--- config.mk ---
export PLATFORM = sky130hd
export DESIGN_NAME = accum_cpu
export DESIGN_NICKNAME = d
export VERILOG_FILES = /design/src/cpu_pkg.sv /design/src/accum_cpu.sv /design/src/alu.sv /design/src/control_unit.sv /design/src/data_bus_master.sv /design/src/datapath.sv /design/src/program_mem.sv
export SDC_FILE = /design/constraint.sdc
export NUM_CORES = 1
export LEC_CHECK = 0
export ABC_CLOCK_PERIOD_IN_PS = 18000
export BUFFER_PORTS_ARGS = -buffer_cell sky130_fd_sc_hd__buf_2
export CAP_MARGIN = 20
export CORE_MARGIN = 8
export CORE_UTILIZATION = 45
export CTS_CLUSTER_DIAMETER = 40
export DETAILED_ROUTE_END_ITERATION = 8
export PLACE_DENSITY = 0.71
export SLEW_MARGIN = 10
export SYNTH_ARGS = -nofsm -noshare
export SYNTH_HDL_FRONTEND = slang
export SYNTH_HIERARCHICAL = 1
export SYNTH_SLANG_ARGS = --single-unit
--- constraint.sdc ---
create_clock -name clk -period 18 [get_ports clk]
set_input_delay 0.9 -clock clk [delete_from_list [all_inputs] [get_ports clk]]
set_output_delay 0.9 -clock clk [all_outputs]
set_load 0.01 [all_outputs]
--- src/cpu_pkg.sv ---
`default_nettype none

package cpu_pkg;

	// one instruction byte, also the pc and data address width.
	localparam int INSTR_W = 8;
	localparam int OPC_W = 4;
	localparam int REG_W = 4;

	localparam logic [OPC_W-1:0] OP_NOP = 4'd0;
	localparam logic [OPC_W-1:0] OP_CLAC = 4'd1;
	localparam logic [OPC_W-1:0] OP_LDAC = 4'd2;
	localparam logic [OPC_W-1:0] OP_STAC = 4'd3;
	localparam logic [OPC_W-1:0] OP_MVR = 4'd4;
	localparam logic [OPC_W-1:0] OP_MVAC = 4'd5;
	localparam logic [OPC_W-1:0] OP_MUL = 4'd6;
	localparam logic [OPC_W-1:0] OP_ADD = 4'd7;
	localparam logic [OPC_W-1:0] OP_SUB = 4'd8;
	localparam logic [OPC_W-1:0] OP_JPNZ = 4'd10;
	localparam logic [OPC_W-1:0] OP_INCAC = 4'd11;
	localparam logic [OPC_W-1:0] OP_DECAC = 4'd12;
	localparam logic [OPC_W-1:0] OP_END = 4'd15;

	// register field, low nibble of the instruction.
	localparam logic [REG_W-1:0] REG_A = 4'd1;
	localparam logic [REG_W-1:0] REG_B = 4'd2;
	localparam logic [REG_W-1:0] REG_C = 4'd3;
	localparam logic [REG_W-1:0] REG_SR = 4'd4;
	localparam logic [REG_W-1:0] REG_CDR = 4'd5;
	localparam logic [REG_W-1:0] REG_R = 4'd7;

	localparam int SEL_W = 3;
	localparam logic [SEL_W-1:0] SEL_NONE = 3'd0;
	localparam logic [SEL_W-1:0] SEL_PMEM = 3'd1;
	localparam logic [SEL_W-1:0] SEL_DMEM = 3'd2;
	localparam logic [SEL_W-1:0] SEL_REG = 3'd3;
	localparam logic [SEL_W-1:0] SEL_AC = 3'd4;
	localparam logic [SEL_W-1:0] SEL_ALU = 3'd5;

	localparam int ALU_OP_W = 2;
	localparam logic [ALU_OP_W-1:0] ALU_ADD = 2'd0;
	localparam logic [ALU_OP_W-1:0] ALU_SUB = 2'd1;
	localparam logic [ALU_OP_W-1:0] ALU_MUL = 2'd2;

	localparam int LOAD_W = 3;
	localparam logic [LOAD_W-1:0] LD_NONE = 3'd0;
	localparam logic [LOAD_W-1:0] LD_IR = 3'd1;
	localparam logic [LOAD_W-1:0] LD_AR = 3'd2;
	localparam logic [LOAD_W-1:0] LD_PC = 3'd3;
	localparam logic [LOAD_W-1:0] LD_AC = 3'd4;
	localparam logic [LOAD_W-1:0] LD_REG = 3'd5;

endpackage

`default_nettype wire

--- src/accum_cpu.sv ---
`timescale 1ns/100ps
`default_nettype none

module accum_cpu #(
	parameter int DATA_W = 16,
	parameter int PMEM_DEPTH = 64
) (
	input  wire                          clk,
	input  wire                          rst_n,
	input  wire                          start,
	input  wire                          load_we,
	input  wire [cpu_pkg::INSTR_W-1:0]   load_addr,
	input  wire [cpu_pkg::INSTR_W-1:0]   load_data,
	input  wire [DATA_W-1:0]             wb_dat_r,
	input  wire                          wb_ack,
	output logic                         busy,
	output logic                         wb_cyc,
	output logic                         wb_stb,
	output logic                         wb_we,
	output logic [cpu_pkg::INSTR_W-1:0]  wb_adr,
	output logic [DATA_W-1:0]            wb_dat_w
);
	import cpu_pkg::*;

	logic pmem_rd;
	logic [SEL_W-1:0] sel;
	logic [LOAD_W-1:0] load;
	logic [REG_W-1:0] reg_sel;
	logic [ALU_OP_W-1:0] alu_op;
	logic alu_start;
	logic inc_pc;
	logic inc_ac;
	logic dec_ac;
	logic clr_ac;
	logic mem_rd;
	logic mem_wr;
	logic mem_done;
	logic zero;
	logic [INSTR_W-1:0] ir;
	logic [INSTR_W-1:0] pc;
	logic [INSTR_W-1:0] ar;
	logic [INSTR_W-1:0] pmem_data;
	logic [DATA_W-1:0] ac;
	logic [DATA_W-1:0] dmem_data;

	control_unit u_ctrl (
		.clk(clk),
		.rst_n(rst_n),
		.start(start),
		.ir(ir),
		.zero(zero),
		.mem_done(mem_done),
		.busy(busy),
		.pmem_rd(pmem_rd),
		.sel(sel),
		.load(load),
		.reg_sel(reg_sel),
		.alu_op(alu_op),
		.alu_start(alu_start),
		.inc_pc(inc_pc),
		.inc_ac(inc_ac),
		.dec_ac(dec_ac),
		.clr_ac(clr_ac),
		.mem_rd(mem_rd),
		.mem_wr(mem_wr)
	);

	datapath #(
		.DATA_W(DATA_W)
	) u_dp (
		.clk(clk),
		.rst_n(rst_n),
		.sel(sel),
		.load(load),
		.reg_sel(reg_sel),
		.alu_op(alu_op),
		.alu_start(alu_start),
		.inc_pc(inc_pc),
		.inc_ac(inc_ac),
		.dec_ac(dec_ac),
		.clr_ac(clr_ac),
		.pmem_data(pmem_data),
		.dmem_data(dmem_data),
		.pc(pc),
		.ir(ir),
		.ar(ar),
		.ac(ac),
		.zero(zero)
	);

	program_mem #(
		.PMEM_DEPTH(PMEM_DEPTH)
	) u_pmem (
		.clk(clk),
		.load_we(load_we),
		.load_addr(load_addr),
		.load_data(load_data),
		.rd(pmem_rd),
		.addr(pc),
		.rdata(pmem_data)
	);

	data_bus_master #(
		.DATA_W(DATA_W)
	) u_dbus (
		.clk(clk),
		.rst_n(rst_n),
		.mem_rd(mem_rd),
		.mem_wr(mem_wr),
		.addr(ar),
		.wdata(ac),
		.wb_dat_r(wb_dat_r),
		.wb_ack(wb_ack),
		.rdata(dmem_data),
		.mem_done(mem_done),
		.wb_cyc(wb_cyc),
		.wb_stb(wb_stb),
		.wb_we(wb_we),
		.wb_adr(wb_adr),
		.wb_dat_w(wb_dat_w)
	);

endmodule

`default_nettype wire

--- src/alu.sv ---
`timescale 1ns/100ps
`default_nettype none

module alu #(
	parameter int DATA_W = 16
) (
	input  wire                          clk,
	input  wire                          rst_n,
	input  wire                          op_start,
	input  wire [cpu_pkg::ALU_OP_W-1:0]  alu_op,
	input  wire [DATA_W-1:0]             ac,
	input  wire [DATA_W-1:0]             operand,
	output logic [DATA_W-1:0]            result
);
	import cpu_pkg::*;

	// result is held until the next op, the control unit loads it into ac a cycle later.
	always_ff @(posedge clk)
	begin
		if (!rst_n)
			result <= '0;
		else if (op_start)
		begin
			case (alu_op)
				ALU_ADD: result <= ac + operand;
				ALU_SUB: result <= ac - operand;
				ALU_MUL: result <= ac * operand; // low half of the product.
				default: result <= result;
			endcase
		end
	end

endmodule

`default_nettype wire

--- src/control_unit.sv ---
`timescale 1ns/100ps
`default_nettype none

module control_unit (
	input  wire                          clk,
	input  wire                          rst_n,
	input  wire                          start,
	input  wire [cpu_pkg::INSTR_W-1:0]   ir,
	input  wire                          zero,
	input  wire                          mem_done,
	output logic                         busy,
	output logic                         pmem_rd,
	output logic [cpu_pkg::SEL_W-1:0]    sel,
	output logic [cpu_pkg::LOAD_W-1:0]   load,
	output logic [cpu_pkg::REG_W-1:0]    reg_sel,
	output logic [cpu_pkg::ALU_OP_W-1:0] alu_op,
	output logic                         alu_start,
	output logic                         inc_pc,
	output logic                         inc_ac,
	output logic                         dec_ac,
	output logic                         clr_ac,
	output logic                         mem_rd,
	output logic                         mem_wr
);
	import cpu_pkg::*;

	localparam int ST_W = 4;
	localparam logic [ST_W-1:0] S_IDLE = 4'd0;
	localparam logic [ST_W-1:0] S_FETCH_RD = 4'd1;
	localparam logic [ST_W-1:0] S_FETCH_IR = 4'd2;
	localparam logic [ST_W-1:0] S_DECODE = 4'd3;
	localparam logic [ST_W-1:0] S_EXEC = 4'd4;
	localparam logic [ST_W-1:0] S_ALU_RUN = 4'd5;
	localparam logic [ST_W-1:0] S_ALU_LOAD = 4'd6;
	localparam logic [ST_W-1:0] S_OPND_RD = 4'd7;
	localparam logic [ST_W-1:0] S_ADDR_LD = 4'd8;
	localparam logic [ST_W-1:0] S_MEM_WAIT = 4'd9;
	localparam logic [ST_W-1:0] S_JMP_TEST = 4'd10;
	localparam logic [ST_W-1:0] S_JMP_TAKE = 4'd11;
	localparam logic [ST_W-1:0] S_JMP_SKIP = 4'd12;

	logic [ST_W-1:0] state;
	logic [ST_W-1:0] dec_state;
	logic [OPC_W-1:0] opc;
	logic reg_ok;

	assign opc = ir[INSTR_W-1:REG_W];
	assign reg_sel = ir[REG_W-1:0];
	assign alu_op = (opc == OP_SUB) ? ALU_SUB : (opc == OP_MUL) ? ALU_MUL : ALU_ADD;

	always_comb
	begin
		case (reg_sel)
			REG_A, REG_B, REG_C, REG_SR, REG_CDR, REG_R: reg_ok = 1'b1;
			default: reg_ok = 1'b0;
		endcase
	end

	always_comb
	begin
		case (opc)
			OP_NOP, OP_CLAC, OP_INCAC, OP_DECAC: dec_state = S_EXEC;
			OP_MVR, OP_MVAC: dec_state = reg_ok ? S_EXEC : S_IDLE;
			OP_ADD, OP_SUB, OP_MUL: dec_state = reg_ok ? S_ALU_RUN : S_IDLE;
			OP_LDAC, OP_STAC, OP_JPNZ: dec_state = S_OPND_RD;
			default: dec_state = S_IDLE; // end and unknown opcodes stop the run.
		endcase
	end

	always_ff @(posedge clk)
	begin
		if (!rst_n)
		begin
			state <= S_IDLE;
			busy <= 1'b0;
		end
		else
		begin
			case (state)
				S_IDLE:
				begin
					if (start)
					begin
						busy <= 1'b1;
						state <= S_FETCH_RD;
					end
				end
				S_FETCH_RD: state <= S_FETCH_IR;
				S_FETCH_IR: state <= S_DECODE;
				S_DECODE:
				begin
					state <= dec_state;
					if (dec_state == S_IDLE)
						busy <= 1'b0;
				end
				S_ALU_RUN: state <= S_ALU_LOAD;
				S_OPND_RD: state <= (opc == OP_JPNZ) ? S_JMP_TEST : S_ADDR_LD;
				S_ADDR_LD: state <= S_MEM_WAIT;
				S_MEM_WAIT: state <= mem_done ? S_FETCH_RD : S_MEM_WAIT; // stall on the bus.
				S_JMP_TEST: state <= zero ? S_JMP_SKIP : S_JMP_TAKE;
				S_EXEC, S_ALU_LOAD, S_JMP_TAKE, S_JMP_SKIP: state <= S_FETCH_RD;
				default:
				begin
					state <= S_IDLE;
					busy <= 1'b0;
				end
			endcase
		end
	end

	always_comb
	begin
		pmem_rd = 1'b0;
		sel = SEL_NONE;
		load = LD_NONE;
		alu_start = 1'b0;
		inc_pc = 1'b0;
		inc_ac = 1'b0;
		dec_ac = 1'b0;
		clr_ac = 1'b0;
		mem_rd = 1'b0;
		mem_wr = 1'b0;
		case (state)
			S_IDLE:
				if (start)
					load = LD_PC; // idle bus is zero, so the pc restarts at 0.
			S_FETCH_RD, S_OPND_RD: pmem_rd = 1'b1;
			S_FETCH_IR:
			begin
				sel = SEL_PMEM;
				load = LD_IR;
				inc_pc = 1'b1;
			end
			S_EXEC:
			begin
				case (opc)
					OP_CLAC: clr_ac = 1'b1;
					OP_INCAC: inc_ac = 1'b1;
					OP_DECAC: dec_ac = 1'b1;
					OP_MVR:
					begin
						sel = SEL_REG;
						load = LD_AC;
					end
					OP_MVAC:
					begin
						sel = SEL_AC;
						load = LD_REG;
					end
					default: ;
				endcase
			end
			S_ALU_RUN:
			begin
				sel = SEL_REG;
				alu_start = 1'b1;
			end
			S_ALU_LOAD:
			begin
				sel = SEL_ALU;
				load = LD_AC;
			end
			S_ADDR_LD:
			begin
				// ar loads on the same edge that opens the bus cycle.
				sel = SEL_PMEM;
				load = LD_AR;
				inc_pc = 1'b1;
				mem_rd = (opc == OP_LDAC);
				mem_wr = (opc == OP_STAC);
			end
			S_MEM_WAIT:
			begin
				if (mem_done && opc == OP_LDAC)
				begin
					sel = SEL_DMEM;
					load = LD_AC;
				end
			end
			S_JMP_TAKE:
			begin
				sel = SEL_PMEM; // target byte still held on the read port.
				load = LD_PC;
			end
			S_JMP_SKIP: inc_pc = 1'b1;
			default: ;
		endcase
	end

endmodule

`default_nettype wire

--- src/data_bus_master.sv ---
`timescale 1ns/100ps
`default_nettype none

module data_bus_master #(
	parameter int DATA_W = 16
) (
	input  wire                          clk,
	input  wire                          rst_n,
	input  wire                          mem_rd,
	input  wire                          mem_wr,
	input  wire [cpu_pkg::INSTR_W-1:0]   addr,
	input  wire [DATA_W-1:0]             wdata,
	input  wire [DATA_W-1:0]             wb_dat_r,
	input  wire                          wb_ack,
	output logic [DATA_W-1:0]            rdata,
	output logic                         mem_done,
	output logic                         wb_cyc,
	output logic                         wb_stb,
	output logic                         wb_we,
	output logic [cpu_pkg::INSTR_W-1:0]  wb_adr,
	output logic [DATA_W-1:0]            wb_dat_w
);

	always_ff @(posedge clk)
	begin
		if (!rst_n)
		begin
			wb_cyc <= 1'b0;
			wb_stb <= 1'b0;
			wb_we <= 1'b0;
			mem_done <= 1'b0;
		end
		else
		begin
			mem_done <= 1'b0;
			if (wb_cyc)
			begin
				if (wb_ack)
				begin
					wb_cyc <= 1'b0;
					wb_stb <= 1'b0;
					wb_we <= 1'b0;
					mem_done <= 1'b1;
				end
			end
			else if (mem_rd || mem_wr)
			begin
				wb_cyc <= 1'b1;
				wb_stb <= 1'b1; // single transfer per cycle.
				wb_we <= mem_wr;
			end
		end
	end

	always_ff @(posedge clk)
	begin
		if (wb_cyc && wb_ack && !wb_we)
			rdata <= wb_dat_r;
	end

	// ar and ac do not change while the control unit waits for done.
	assign wb_adr = addr;
	assign wb_dat_w = wdata;

endmodule

`default_nettype wire

--- src/datapath.sv ---
`timescale 1ns/100ps
`default_nettype none

module datapath #(
	parameter int DATA_W = 16
) (
	input  wire                          clk,
	input  wire                          rst_n,
	input  wire [cpu_pkg::SEL_W-1:0]     sel,
	input  wire [cpu_pkg::LOAD_W-1:0]    load,
	input  wire [cpu_pkg::REG_W-1:0]     reg_sel,
	input  wire [cpu_pkg::ALU_OP_W-1:0]  alu_op,
	input  wire                          alu_start,
	input  wire                          inc_pc,
	input  wire                          inc_ac,
	input  wire                          dec_ac,
	input  wire                          clr_ac,
	input  wire [cpu_pkg::INSTR_W-1:0]   pmem_data,
	input  wire [DATA_W-1:0]             dmem_data,
	output logic [cpu_pkg::INSTR_W-1:0]  pc,
	output logic [cpu_pkg::INSTR_W-1:0]  ir,
	output logic [cpu_pkg::INSTR_W-1:0]  ar,
	output logic [DATA_W-1:0]            ac,
	output logic                         zero
);
	import cpu_pkg::*;

	logic [DATA_W-1:0] bus;
	logic [DATA_W-1:0] reg_q;
	logic [DATA_W-1:0] alu_result;
	logic [DATA_W-1:0] reg_a;
	logic [DATA_W-1:0] reg_b;
	logic [DATA_W-1:0] reg_c;
	logic [DATA_W-1:0] reg_sr;
	logic [DATA_W-1:0] reg_cdr;
	logic [DATA_W-1:0] reg_r;

	alu #(
		.DATA_W(DATA_W)
	) u_alu (
		.clk(clk),
		.rst_n(rst_n),
		.op_start(alu_start),
		.alu_op(alu_op),
		.ac(ac),
		.operand(bus),
		.result(alu_result)
	);

	always_comb
	begin
		case (sel)
			SEL_PMEM: bus = {{(DATA_W-INSTR_W){1'b0}}, pmem_data};
			SEL_DMEM: bus = dmem_data;
			SEL_REG: bus = reg_q;
			SEL_AC: bus = ac;
			SEL_ALU: bus = alu_result;
			default: bus = '0;
		endcase
	end

	always_comb
	begin
		case (reg_sel)
			REG_A: reg_q = reg_a;
			REG_B: reg_q = reg_b;
			REG_C: reg_q = reg_c;
			REG_SR: reg_q = reg_sr;
			REG_CDR: reg_q = reg_cdr;
			REG_R: reg_q = reg_r;
			default: reg_q = '0;
		endcase
	end

	always_ff @(posedge clk)
	begin
		if (!rst_n)
		begin
			pc <= '0;
			ir <= '0;
			ar <= '0;
			ac <= '0;
		end
		else
		begin
			if (load == LD_PC)
				pc <= bus[INSTR_W-1:0];
			else if (inc_pc)
				pc <= pc + 1'b1;
			if (load == LD_IR)
				ir <= bus[INSTR_W-1:0];
			if (load == LD_AR)
				ar <= bus[INSTR_W-1:0];
			if (clr_ac)
				ac <= '0;
			else if (load == LD_AC)
				ac <= bus;
			else if (inc_ac)
				ac <= ac + 1'b1; // wraps.
			else if (dec_ac)
				ac <= ac - 1'b1;
		end
	end

	always_ff @(posedge clk)
	begin
		if (load == LD_REG)
		begin
			case (reg_sel)
				REG_A: reg_a <= bus;
				REG_B: reg_b <= bus;
				REG_C: reg_c <= bus;
				REG_SR: reg_sr <= bus;
				REG_CDR: reg_cdr <= bus;
				REG_R: reg_r <= bus;
				default: ;
			endcase
		end
	end

	assign zero = (ac == '0);

endmodule

`default_nettype wire

--- src/program_mem.sv ---
`timescale 1ns/100ps
`default_nettype none

module program_mem #(
	parameter int PMEM_DEPTH = 64
) (
	input  wire                          clk,
	input  wire                          load_we,
	input  wire [cpu_pkg::INSTR_W-1:0]   load_addr,
	input  wire [cpu_pkg::INSTR_W-1:0]   load_data,
	input  wire                          rd,
	input  wire [cpu_pkg::INSTR_W-1:0]   addr,
	output logic [cpu_pkg::INSTR_W-1:0]  rdata
);
	import cpu_pkg::*;

	localparam int AW = (PMEM_DEPTH > 1) ? $clog2(PMEM_DEPTH) : 1;

	logic [INSTR_W-1:0] mem [PMEM_DEPTH];

	always_ff @(posedge clk)
	begin
		if (load_we && (load_addr < PMEM_DEPTH))
			mem[load_addr[AW-1:0]] <= load_data;
	end

	always_ff @(posedge clk)
	begin
		if (rd)
		begin
			if (addr < PMEM_DEPTH)
				rdata <= mem[addr[AW-1:0]];
			else
				rdata <= {OP_END, {REG_W{1'b0}}}; // running off the end halts.
		end
	end

endmodule

`default_nettype wire

==> results.rst, run 1 <==
.. list-table::
   :header-rows: 1

   * - Metric
     - Value
   * - Number of synthesized register bits
     - around 700
   * - Maximum cell stage delay along the critical path
     - 770 ps
   * - Final Net Count
     - 2606
   * - Most used cells in the layout excluding fill and tap cells
     - sky130_fd_sc_hd__edfxtp_1, sky130_fd_sc_hd__nor2_1, sky130_fd_sc_hd__nand2_1, sky130_fd_sc_hd__mux4_2, sky130_fd_sc_hd__inv_1
   * - Maximum number of pins on one net before global-route repair
     - 65
   * - Post-Syn Area per Cell
     - approximately 15 µm²
   * - Number of enable-type register cells in the synthesized netlist
     - 632
   * - Crit path kind
     - flip-flop to flip-flop
   * - PD cells
     - between 100 and 150 mW/mm²
   * - Synthesis-to-layout area growth
     - 12.92%
   * - Area post-placement
     - between 0.03 and 0.04 mm²
   * - Number of antenna violations at the first check in global routing
     - 2
   * - Capture point of the worst reg-to-reg path
     - u_dp/u_alu/result[15]
   * - Clock period minus worst slack
     - 8502 ps
   * - Clk sink count
     - around 700
   * - CTS tree
     - yes
   * - Die Ht
     - a little under 300 µm
   * - Critical path's slowest cell
     - sky130_fd_sc_hd__inv_1
   * - Post-Syn Area
     - ~0.034 mm²
   * - Normalized max-slew margin
     - between 20% and 30%
   * - Synth Warn #
     - 6
   * - MaxCap Viol Count
     - 0
   * - Tightest Pin Transition
     - around 1100 ps
   * - Average wire per cell in the routed design
     - 25.27 µm
   * - Initial cell density of the core
     - a little under half
   * - Startpoint of the worst register-to-register path
     - u_ctrl/state[3]
   * - Vias in the first global route
     - about 21000
   * - Cell depth of the worst flop-to-flop path
     - 28
   * - Sequential cell area fraction in the yosys report
     - between 50 and 60%
   * - Synth cell types
     - 100
   * - Leading area contributor after synthesis
     - sky130_fd_sc_hd__edfxtp_1
   * - Number of antenna-violating nets in the routed design
     - 0
   * - Total routing resource utilization after global routing
     - between 10% and 20%
   * - Synth async-reset ratio
     - 0%
   * - Total Wirelength
     - between 80000 and 90000 µm
   * - Number of buffers added to fix hold violations after cts
     - 0
   * - Class of the worst hold path
     - input port to flip-flop
   * - Worst path top cell family by delay
     - adder cells
   * - Commonest non-fill, non-tap cell in the layout
     - sky130_fd_sc_hd__edfxtp_1
   * - FP Rows
     - between 100 and 150
   * - I/O Pins
     - between 60 and 70
   * - DRC marker count from the first detailed-route iteration
     - roughly 2200
   * - Worst vdd ir
     - ~0.073 mV
   * - Clock Tree Buf Depth
     - 3
   * - Diode insertion count for antenna repair
     - 0
   * - Area share of the largest cell type after synthesis
     - ~55%
   * - Clock insertion delay at the later pin of the skew report
     - ~690 ps
   * - Number of fillers in the final layout
     - 6149
   * - DRC violation count after routing
     - 0
   * - Total negative slack
     - 0 ps
   * - Congestion Overflow GR
     - 0
   * - Port Buffers
     - 64
   * - Die width
     - approximately 290 µm
   * - Buffers inserted by post-CTS timing repair
     - 0
   * - Number of buffers created by CTS
     - ~90
   * - Hold Violations, Final
     - 0
   * - Startpoint of the worst hold path
     - wb_dat_r[11]
   * - First-pass GRT wire length
     - between 100000 and 150000 µm
   * - Routability cong.
     - a little over 0.9
   * - Cell seen most often among critical-path stages
     - sky130_fd_sc_hd__fa_1
   * - Total nets after synthesis
     - ~2500
   * - DP HPWL
     - between 50000 and 60000 µm
   * - Crit path buf inv count
     - 5
   * - Max reg flops
     - between 500 and 600
   * - Tcrit/Tclk final
     - between 40% and 50%
   * - Launching element type of the critical path
     - flip-flop
   * - Register-to-register setup slack
     - between 9000 and 10000 ps
   * - Total via count after detailed routing
     - approximately 21000
   * - Category of the worst setup path capture point
     - flip-flop
   * - Required time at the endpoint of the critical path
     - roughly 19000 ps
   * - Maximum fanout along the worst path
     - 21
   * - Design Area, Final
     - ~0.039 mm²
   * - Resized Gates After CTS
     - 0
   * - Worst hold endpoint
     - u_dbus/rdata[11]
   * - Die Area
     - around 0.085 mm²
   * - Fin Clk Skew
     - slightly below 60 ps
   * - WP data arrival
     - 9060 ps
   * - Primary flip-flop cell chosen by synthesis mapping
     - sky130_fd_sc_hd__edfxtp_1
   * - Static leakage
     - between 10 and 15 nW
   * - Core Region
     - 0.07557 mm²
   * - Max Clk Rate
     - between 100 and 150 MHz
   * - Number of standard cells after synthesis
     - roughly 2300
   * - Number of iterations in the first detailed-routing pass
     - 5
   * - Top post-synthesis cells by area
     - sky130_fd_sc_hd__edfxtp_1, sky130_fd_sc_hd__mux4_2, sky130_fd_sc_hd__fa_1
   * - CTS Root Cell
     - sky130_fd_sc_hd__clkbuf_16
   * - First element of the critical path
     - u_ctrl/state[3]
   * - Setup-failing EPs final
     - 0
   * - Fraction of layout instances using a drive strength above 1
     - around 19%
   * - Clock-pin slew reported for the worst setup and hold paths after clock tree synthesis
     - approximately 50 ps
   * - CTS HTree Levels
     - 3
   * - Outcome
     - finished, final reports clean
   * - Number of stages on the worst hold path
     - 1
   * - Unrepaired setup endpoints after global routing
     - no
   * - Via density
     - between 6 and 7
   * - Count of pins over their slew limit
     - 0
[routing by layer]
metal / GRT usage [%] / part of all wire, %
met1: 27.01 / 41
met5: 0 / 0.030
met3: 4.146 / 9.3
met4: 7.325 / 3.4
met2: 31.86 / 47
[final cells by class]
cell class,instances,area [µm²],area share (%)
sequential,697,20290,52.52
multi-input combinational,1372,12700,32.87
clock buffer,101,2366,6.125
tap,978,1224,3.168
clock inverter,70,808.3,2.092
timing repair buffer,113,754.5,1.953
inverter,131,491.7,1.273
[report_power, final]
part | internal [mW] | total [mW] | switching [mW]
registers | 1.78 | 1.80 | 0.0238
clock network | 1.07 | 1.82 | 0.754
logic | 0.171 | 0.402 | 0.231
total | 3.02 | 4.03 | 1.01
[logic make-up (layout without fill, tap and decap cells)]
logic type | Yosys count | in the layout | synth area share [%]
fa+ha+maj | 163 | 163 | 7.761
xor+xnor | 77 | 77 | 2.034
simple gates | 555 | 555 | 7.995
compound gates | 352 | 352 | 7.296
mux | 225 | 225 | 11.91
flops | 697 | 697 | 59.28
buf+inv | 272 | 415 | 3.727
[worst max-delay path by stage]
stage,to,depth (start not counted)
floorplan,u_dp/u_alu/result[15],29
global placement,u_dp/u_alu/result[14],26
detailed placement,u_dp/u_alu/result[15],28
CTS,u_dp/u_alu/result[15],28
global route,u_dp/u_alu/result[15],28
finish,u_dp/u_alu/result[15],28
[cell usage after synthesis (all sizes together) (5+ instances only)]
master	number
a21o	19
a211oi	46
fa	82
buf	79
a221o	8
nor3	28
a221oi	8
nand3b	11
and2	75
xor2	25
inv	130
o221ai	11
xnor2	51
or3	11
a211o	5
nor2b	23
edfxtp	632
nor2	171
o31ai	8
mux2	26
o21bai	6
a21oi	75
nor4	6
mux4	140
a31oi	12
nand3	20
a22oi	34
or2	7
clkbuf	62
nor3b	7
o211ai	14
or3b	6
ha	81
nand2b	14
and3	8
nand2	145
nand4	7
o21ai	46
dfxtp	65
o22ai	11
mux2i	59
[metrics by stage]
| stage | instances | power, mW | worst slack, ps | hold WS (ps) | utilization, % |
|---|---|---|---|---|---|
| finish | 3462 | 4.027 | 9498 | 421.2 | 51.12 |
| global route | 3462 | 4.143 | 9076 | 398.8 | 51.12 |
| CTS | 3457 | 4.042 | 9592 | 390.9 | 50.99 |
| detailed placement | 3286 | 2.225 | 9664 | 478.3 | 46.78 |
| global placement | 3285 | 2.219 | 9836 | 455.2 | 46.77 |
| floorplan | 2341 | 2.113 | 10660 | 449.3 | - |
Note: power is estimated with default switching activity, not from simulation.
==> inputs of run 2 (changes only) <==
- ABC_CLOCK_PERIOD_IN_PS: 18000 -> 7050
- PLACE_DENSITY: 0.71 -> 0.74
- clock period: 18 -> 7.05 ns (I/O delays scaled with it)
==> run 2 against run 1 <==
  * Total power grew to 2.5 times the previous value
  * Final cell count rose by 4.1%
  * Maximum frequency grew 22%
  * Flip-flop and latch count stayed put
  * Hold slack got worse by 360 ps
  * Register-to-register slack got worse by 9400 ps
  * Worst setup slack got worse by 9400 ps
==> results.rst, run 2 (same netlist as run 1, synthesis figures left out) <==
.. list-table::
   :header-rows: 1

   * - Metric
     - Value
   * - Max reg flops
     - 512 (unchanged)
   * - Clk sink count
     - 697 (unchanged)
   * - CTS tree
     - yes
   * - Area post-placement
     - 0.03602 mm² (+1.9%)
   * - Max Clk Rate
     - 143.3 MHz (+22%)
   * - Cell depth of the worst flop-to-flop path
     - 29 (+3.6%)
   * - First-pass GRT wire length
     - 134400 µm (+2.5%)
   * - Commonest non-fill, non-tap cell in the layout
     - sky130_fd_sc_hd__edfxtp_1
   * - Normalized max-slew margin
     - 19.62% (-9.0 points)
   * - Worst vdd ir
     - 0.2001 mV (+170%)
   * - Synthesis-to-layout area growth
     - 17.23%
   * - Pre-CTS setup slack
     - -32.32 ps (-9696 ps)
   * - I/O Pins
     - 65 (unchanged)
   * - Most used cells in the layout excluding fill and tap cells
     - sky130_fd_sc_hd__edfxtp_1, sky130_fd_sc_hd__nor2_1, sky130_fd_sc_hd__buf_4, sky130_fd_sc_hd__nand2_1, sky130_fd_sc_hd__mux4_2
   * - Average wire per cell in the routed design
     - 25.15 µm (-0.48%)
   * - Total routing resource utilization after global routing
     - 20.51% (+0.55 points)
   * - Maximum number of pins on one net before global-route repair
     - 66 (+1.5%)
   * - MaxCap Viol Count
     - 0 (unchanged)
   * - Count of pins over their slew limit
     - 0 (unchanged)
   * - Congestion Overflow GR
     - 0 (unchanged)
   * - Core Region
     - 0.07557 mm² (unchanged)
   * - WP data arrival
     - 7440 ps (-1620 ps)
   * - Design Area, Final
     - 0.04010 mm² (+3.8%)
   * - Worst hold-check slack
     - 60.08 ps (-361.1 ps)
   * - Crit path kind
     - flip-flop to flip-flop
   * - Maximum cell stage delay along the critical path
     - 530 ps (-240 ps)
   * - Final Worst Setup Slack
     - 71.08 ps (-9427 ps)
   * - Startpoint of the worst register-to-register path
     - u_dp/ir[5]
   * - DP HPWL
     - 58060 µm (+3.9%)
   * - Routability cong.
     - 0.9662 (+3.4%)
   * - Total Wirelength
     - 90600 µm (+3.6%)
   * - DRC violation count after routing
     - 0 (unchanged)
   * - Fraction of the core area covered by cells at the end of the flow
     - 53.07% (+2.0 points)
   * - Number of buffers created by CTS
     - 90 (-1.1%)
   * - First element of the critical path
     - u_dp/ir[5]
   * - FP Rows
     - 101 (unchanged)
   * - Maximum fanout along the worst path
     - 5 (-76%)
   * - Die Area
     - 0.08510 mm² (unchanged)
   * - Clock insertion delay at the later pin of the skew report
     - 690 ps (about the same)
   * - Number of stages on the worst hold path
     - 3 (+2)
   * - Required time at the endpoint of the critical path
     - 7510 ps (-11050 ps)
   * - Met2 Resource Use GR
     - 33.59% (+1.7 points)
   * - Hold Violations, Final
     - 0 (unchanged)
   * - Static leakage
     - 14.03 nW (+5.2%)
   * - Number of antenna-violating nets in the routed design
     - 0 (unchanged)
   * - Total via count after detailed routing
     - 21579 (+2.4%)
   * - Vias in the first global route
     - 21842 (+3.4%)
   * - CTS Root Cell
     - sky130_fd_sc_hd__clkbuf_16
   * - Clock Tree Buf Depth
     - 3 (unchanged)
   * - Unrepaired setup endpoints after global routing
     - yes
   * - Routing layer with the top usage in global route
     - met2
   * - Pwr Total
     - 10.21 mW (+150%)
   * - Setup-failing EPs final
     - 0 (unchanged)
   * - Launching element type of the critical path
     - flip-flop
   * - Category of the worst setup path capture point
     - flip-flop
   * - Tcrit/Tclk final
     - 98.99% (+52 points)
   * - Initial cell density of the core
     - 45.27% (unchanged)
   * - GRT met1 Usage
     - 26.78% (-0.23 points)
   * - Fraction of layout instances using a drive strength above 1
     - 25.15% (+5.9 points)
   * - Met3 Use GR
     - 4.351% (+0.21 points)
   * - Number of iterations in the first detailed-routing pass
     - 8 (+3)
   * - Cell seen most often among critical-path stages
     - sky130_fd_sc_hd__fa_1
   * - Die Ht
     - 291.7 µm (unchanged)
   * - Fin Clk Skew
     - 79.40 ps (+19.95 ps)
   * - DRC marker count from the first detailed-route iteration
     - 2623 (+20%)
   * - Startpoint of the worst hold path
     - wb_ack
   * - Die width
     - 291.7 µm (unchanged)
   * - Clock period minus worst slack
     - 6979 ps (-1523 ps)
   * - Tightest Pin Transition
     - 1206 ps (+138.5 ps)
   * - Number of fillers in the final layout
     - 5832 (-5.2%)
   * - Class of the worst hold path
     - input port to flip-flop
   * - PD cells
     - 254.7 mW/mm² (+140%)
   * - Number of antenna violations at the first check in global routing
     - 5 (+3)
   * - Final Net Count
     - 2750 (+5.5%)
   * - Outcome
     - finished, final reports clean
   * - CTS HTree Levels
     - 3 (unchanged)
   * - Port Buffers
     - 64 (unchanged)
   * - Via density
     - 5.989 (-1.6%)
   * - Critical path's slowest cell
     - sky130_fd_sc_hd__fa_1
   * - Clock-pin slew reported for the worst setup and hold paths after clock tree synthesis
     - 60 ps (about the same)
[run 2: repair_timing]
action,CTS,global route
endpoints found under the hold margin,16,0
pin swaps,14,73
setup buffers,27,15
cloned,0,0
endpoints found under the setup margin,2,8
resized for setup,8,87
hold buffers,16,0
[run 2: power by group]
part / switching (mW) / leakage, nW / internal (mW)
clock: 1.84 / 1.42 / 2.69
sequential: 0.0672 / 6.28 / 4.53
combinational: 0.599 / 6.32 / 0.483
total: 2.50 / 14.0 / 7.71
[run 2: through the flow]
step                      setup TNS, ps  std cells
final                                 0       3603
after global routing             -685.3       3602
after CTS                        -20.58       3578
after detailed placement         -32.32       3369
after global placement                0       3369
after floorplan                       0       2341
[run 2: critical path: cells and delay by family (launching register included)]
family	cells	cell delay, ps
adder cells (fa/ha/maj)	6	2820
buffers and inverters	5	540
XOR/XNOR	6	1150
AND/OR/NAND/NOR	5	910
AO/OA/AOI/OAI	7	1000
flip-flops	1	330
[run 2: metal layers]
metal	share of wire, %	wire length (µm)	vias to the layer above
li1	-	-	9300
met1	39	35420	10916
met2	48	43830	1147
met3	8.7	7873	210
met4	3.8	3456	6
met5	0.032	29	-
[run 2: area by class of cell]
| class | instances | area [µm²] | share of cell area (%) |
|---|---|---|---|
| diodes | 1 | 2.502 | 0.006240 |
| flip-flops and latches | 697 | 20290 | 50.59 |
| well taps | 978 | 1224 | 3.051 |
| inverters | 131 | 496.7 | 1.239 |
| repair buffers | 258 | 2037 | 5.079 |
| multi-input cells | 1372 | 13010 | 32.43 |
| clock buffers | 102 | 2307 | 5.753 |
| clock inverters | 64 | 740.7 | 1.847 |
[run 2: worst paths after layout]
kind / to / slack [ps]
worst min-delay path: u_dbus/wb_stb / 60
worst min register to register: u_ctrl/busy / 470
worst max register to register: u_dp/u_alu/result[15] / 70
worst max-delay path: u_dp/u_alu/result[15] / 70
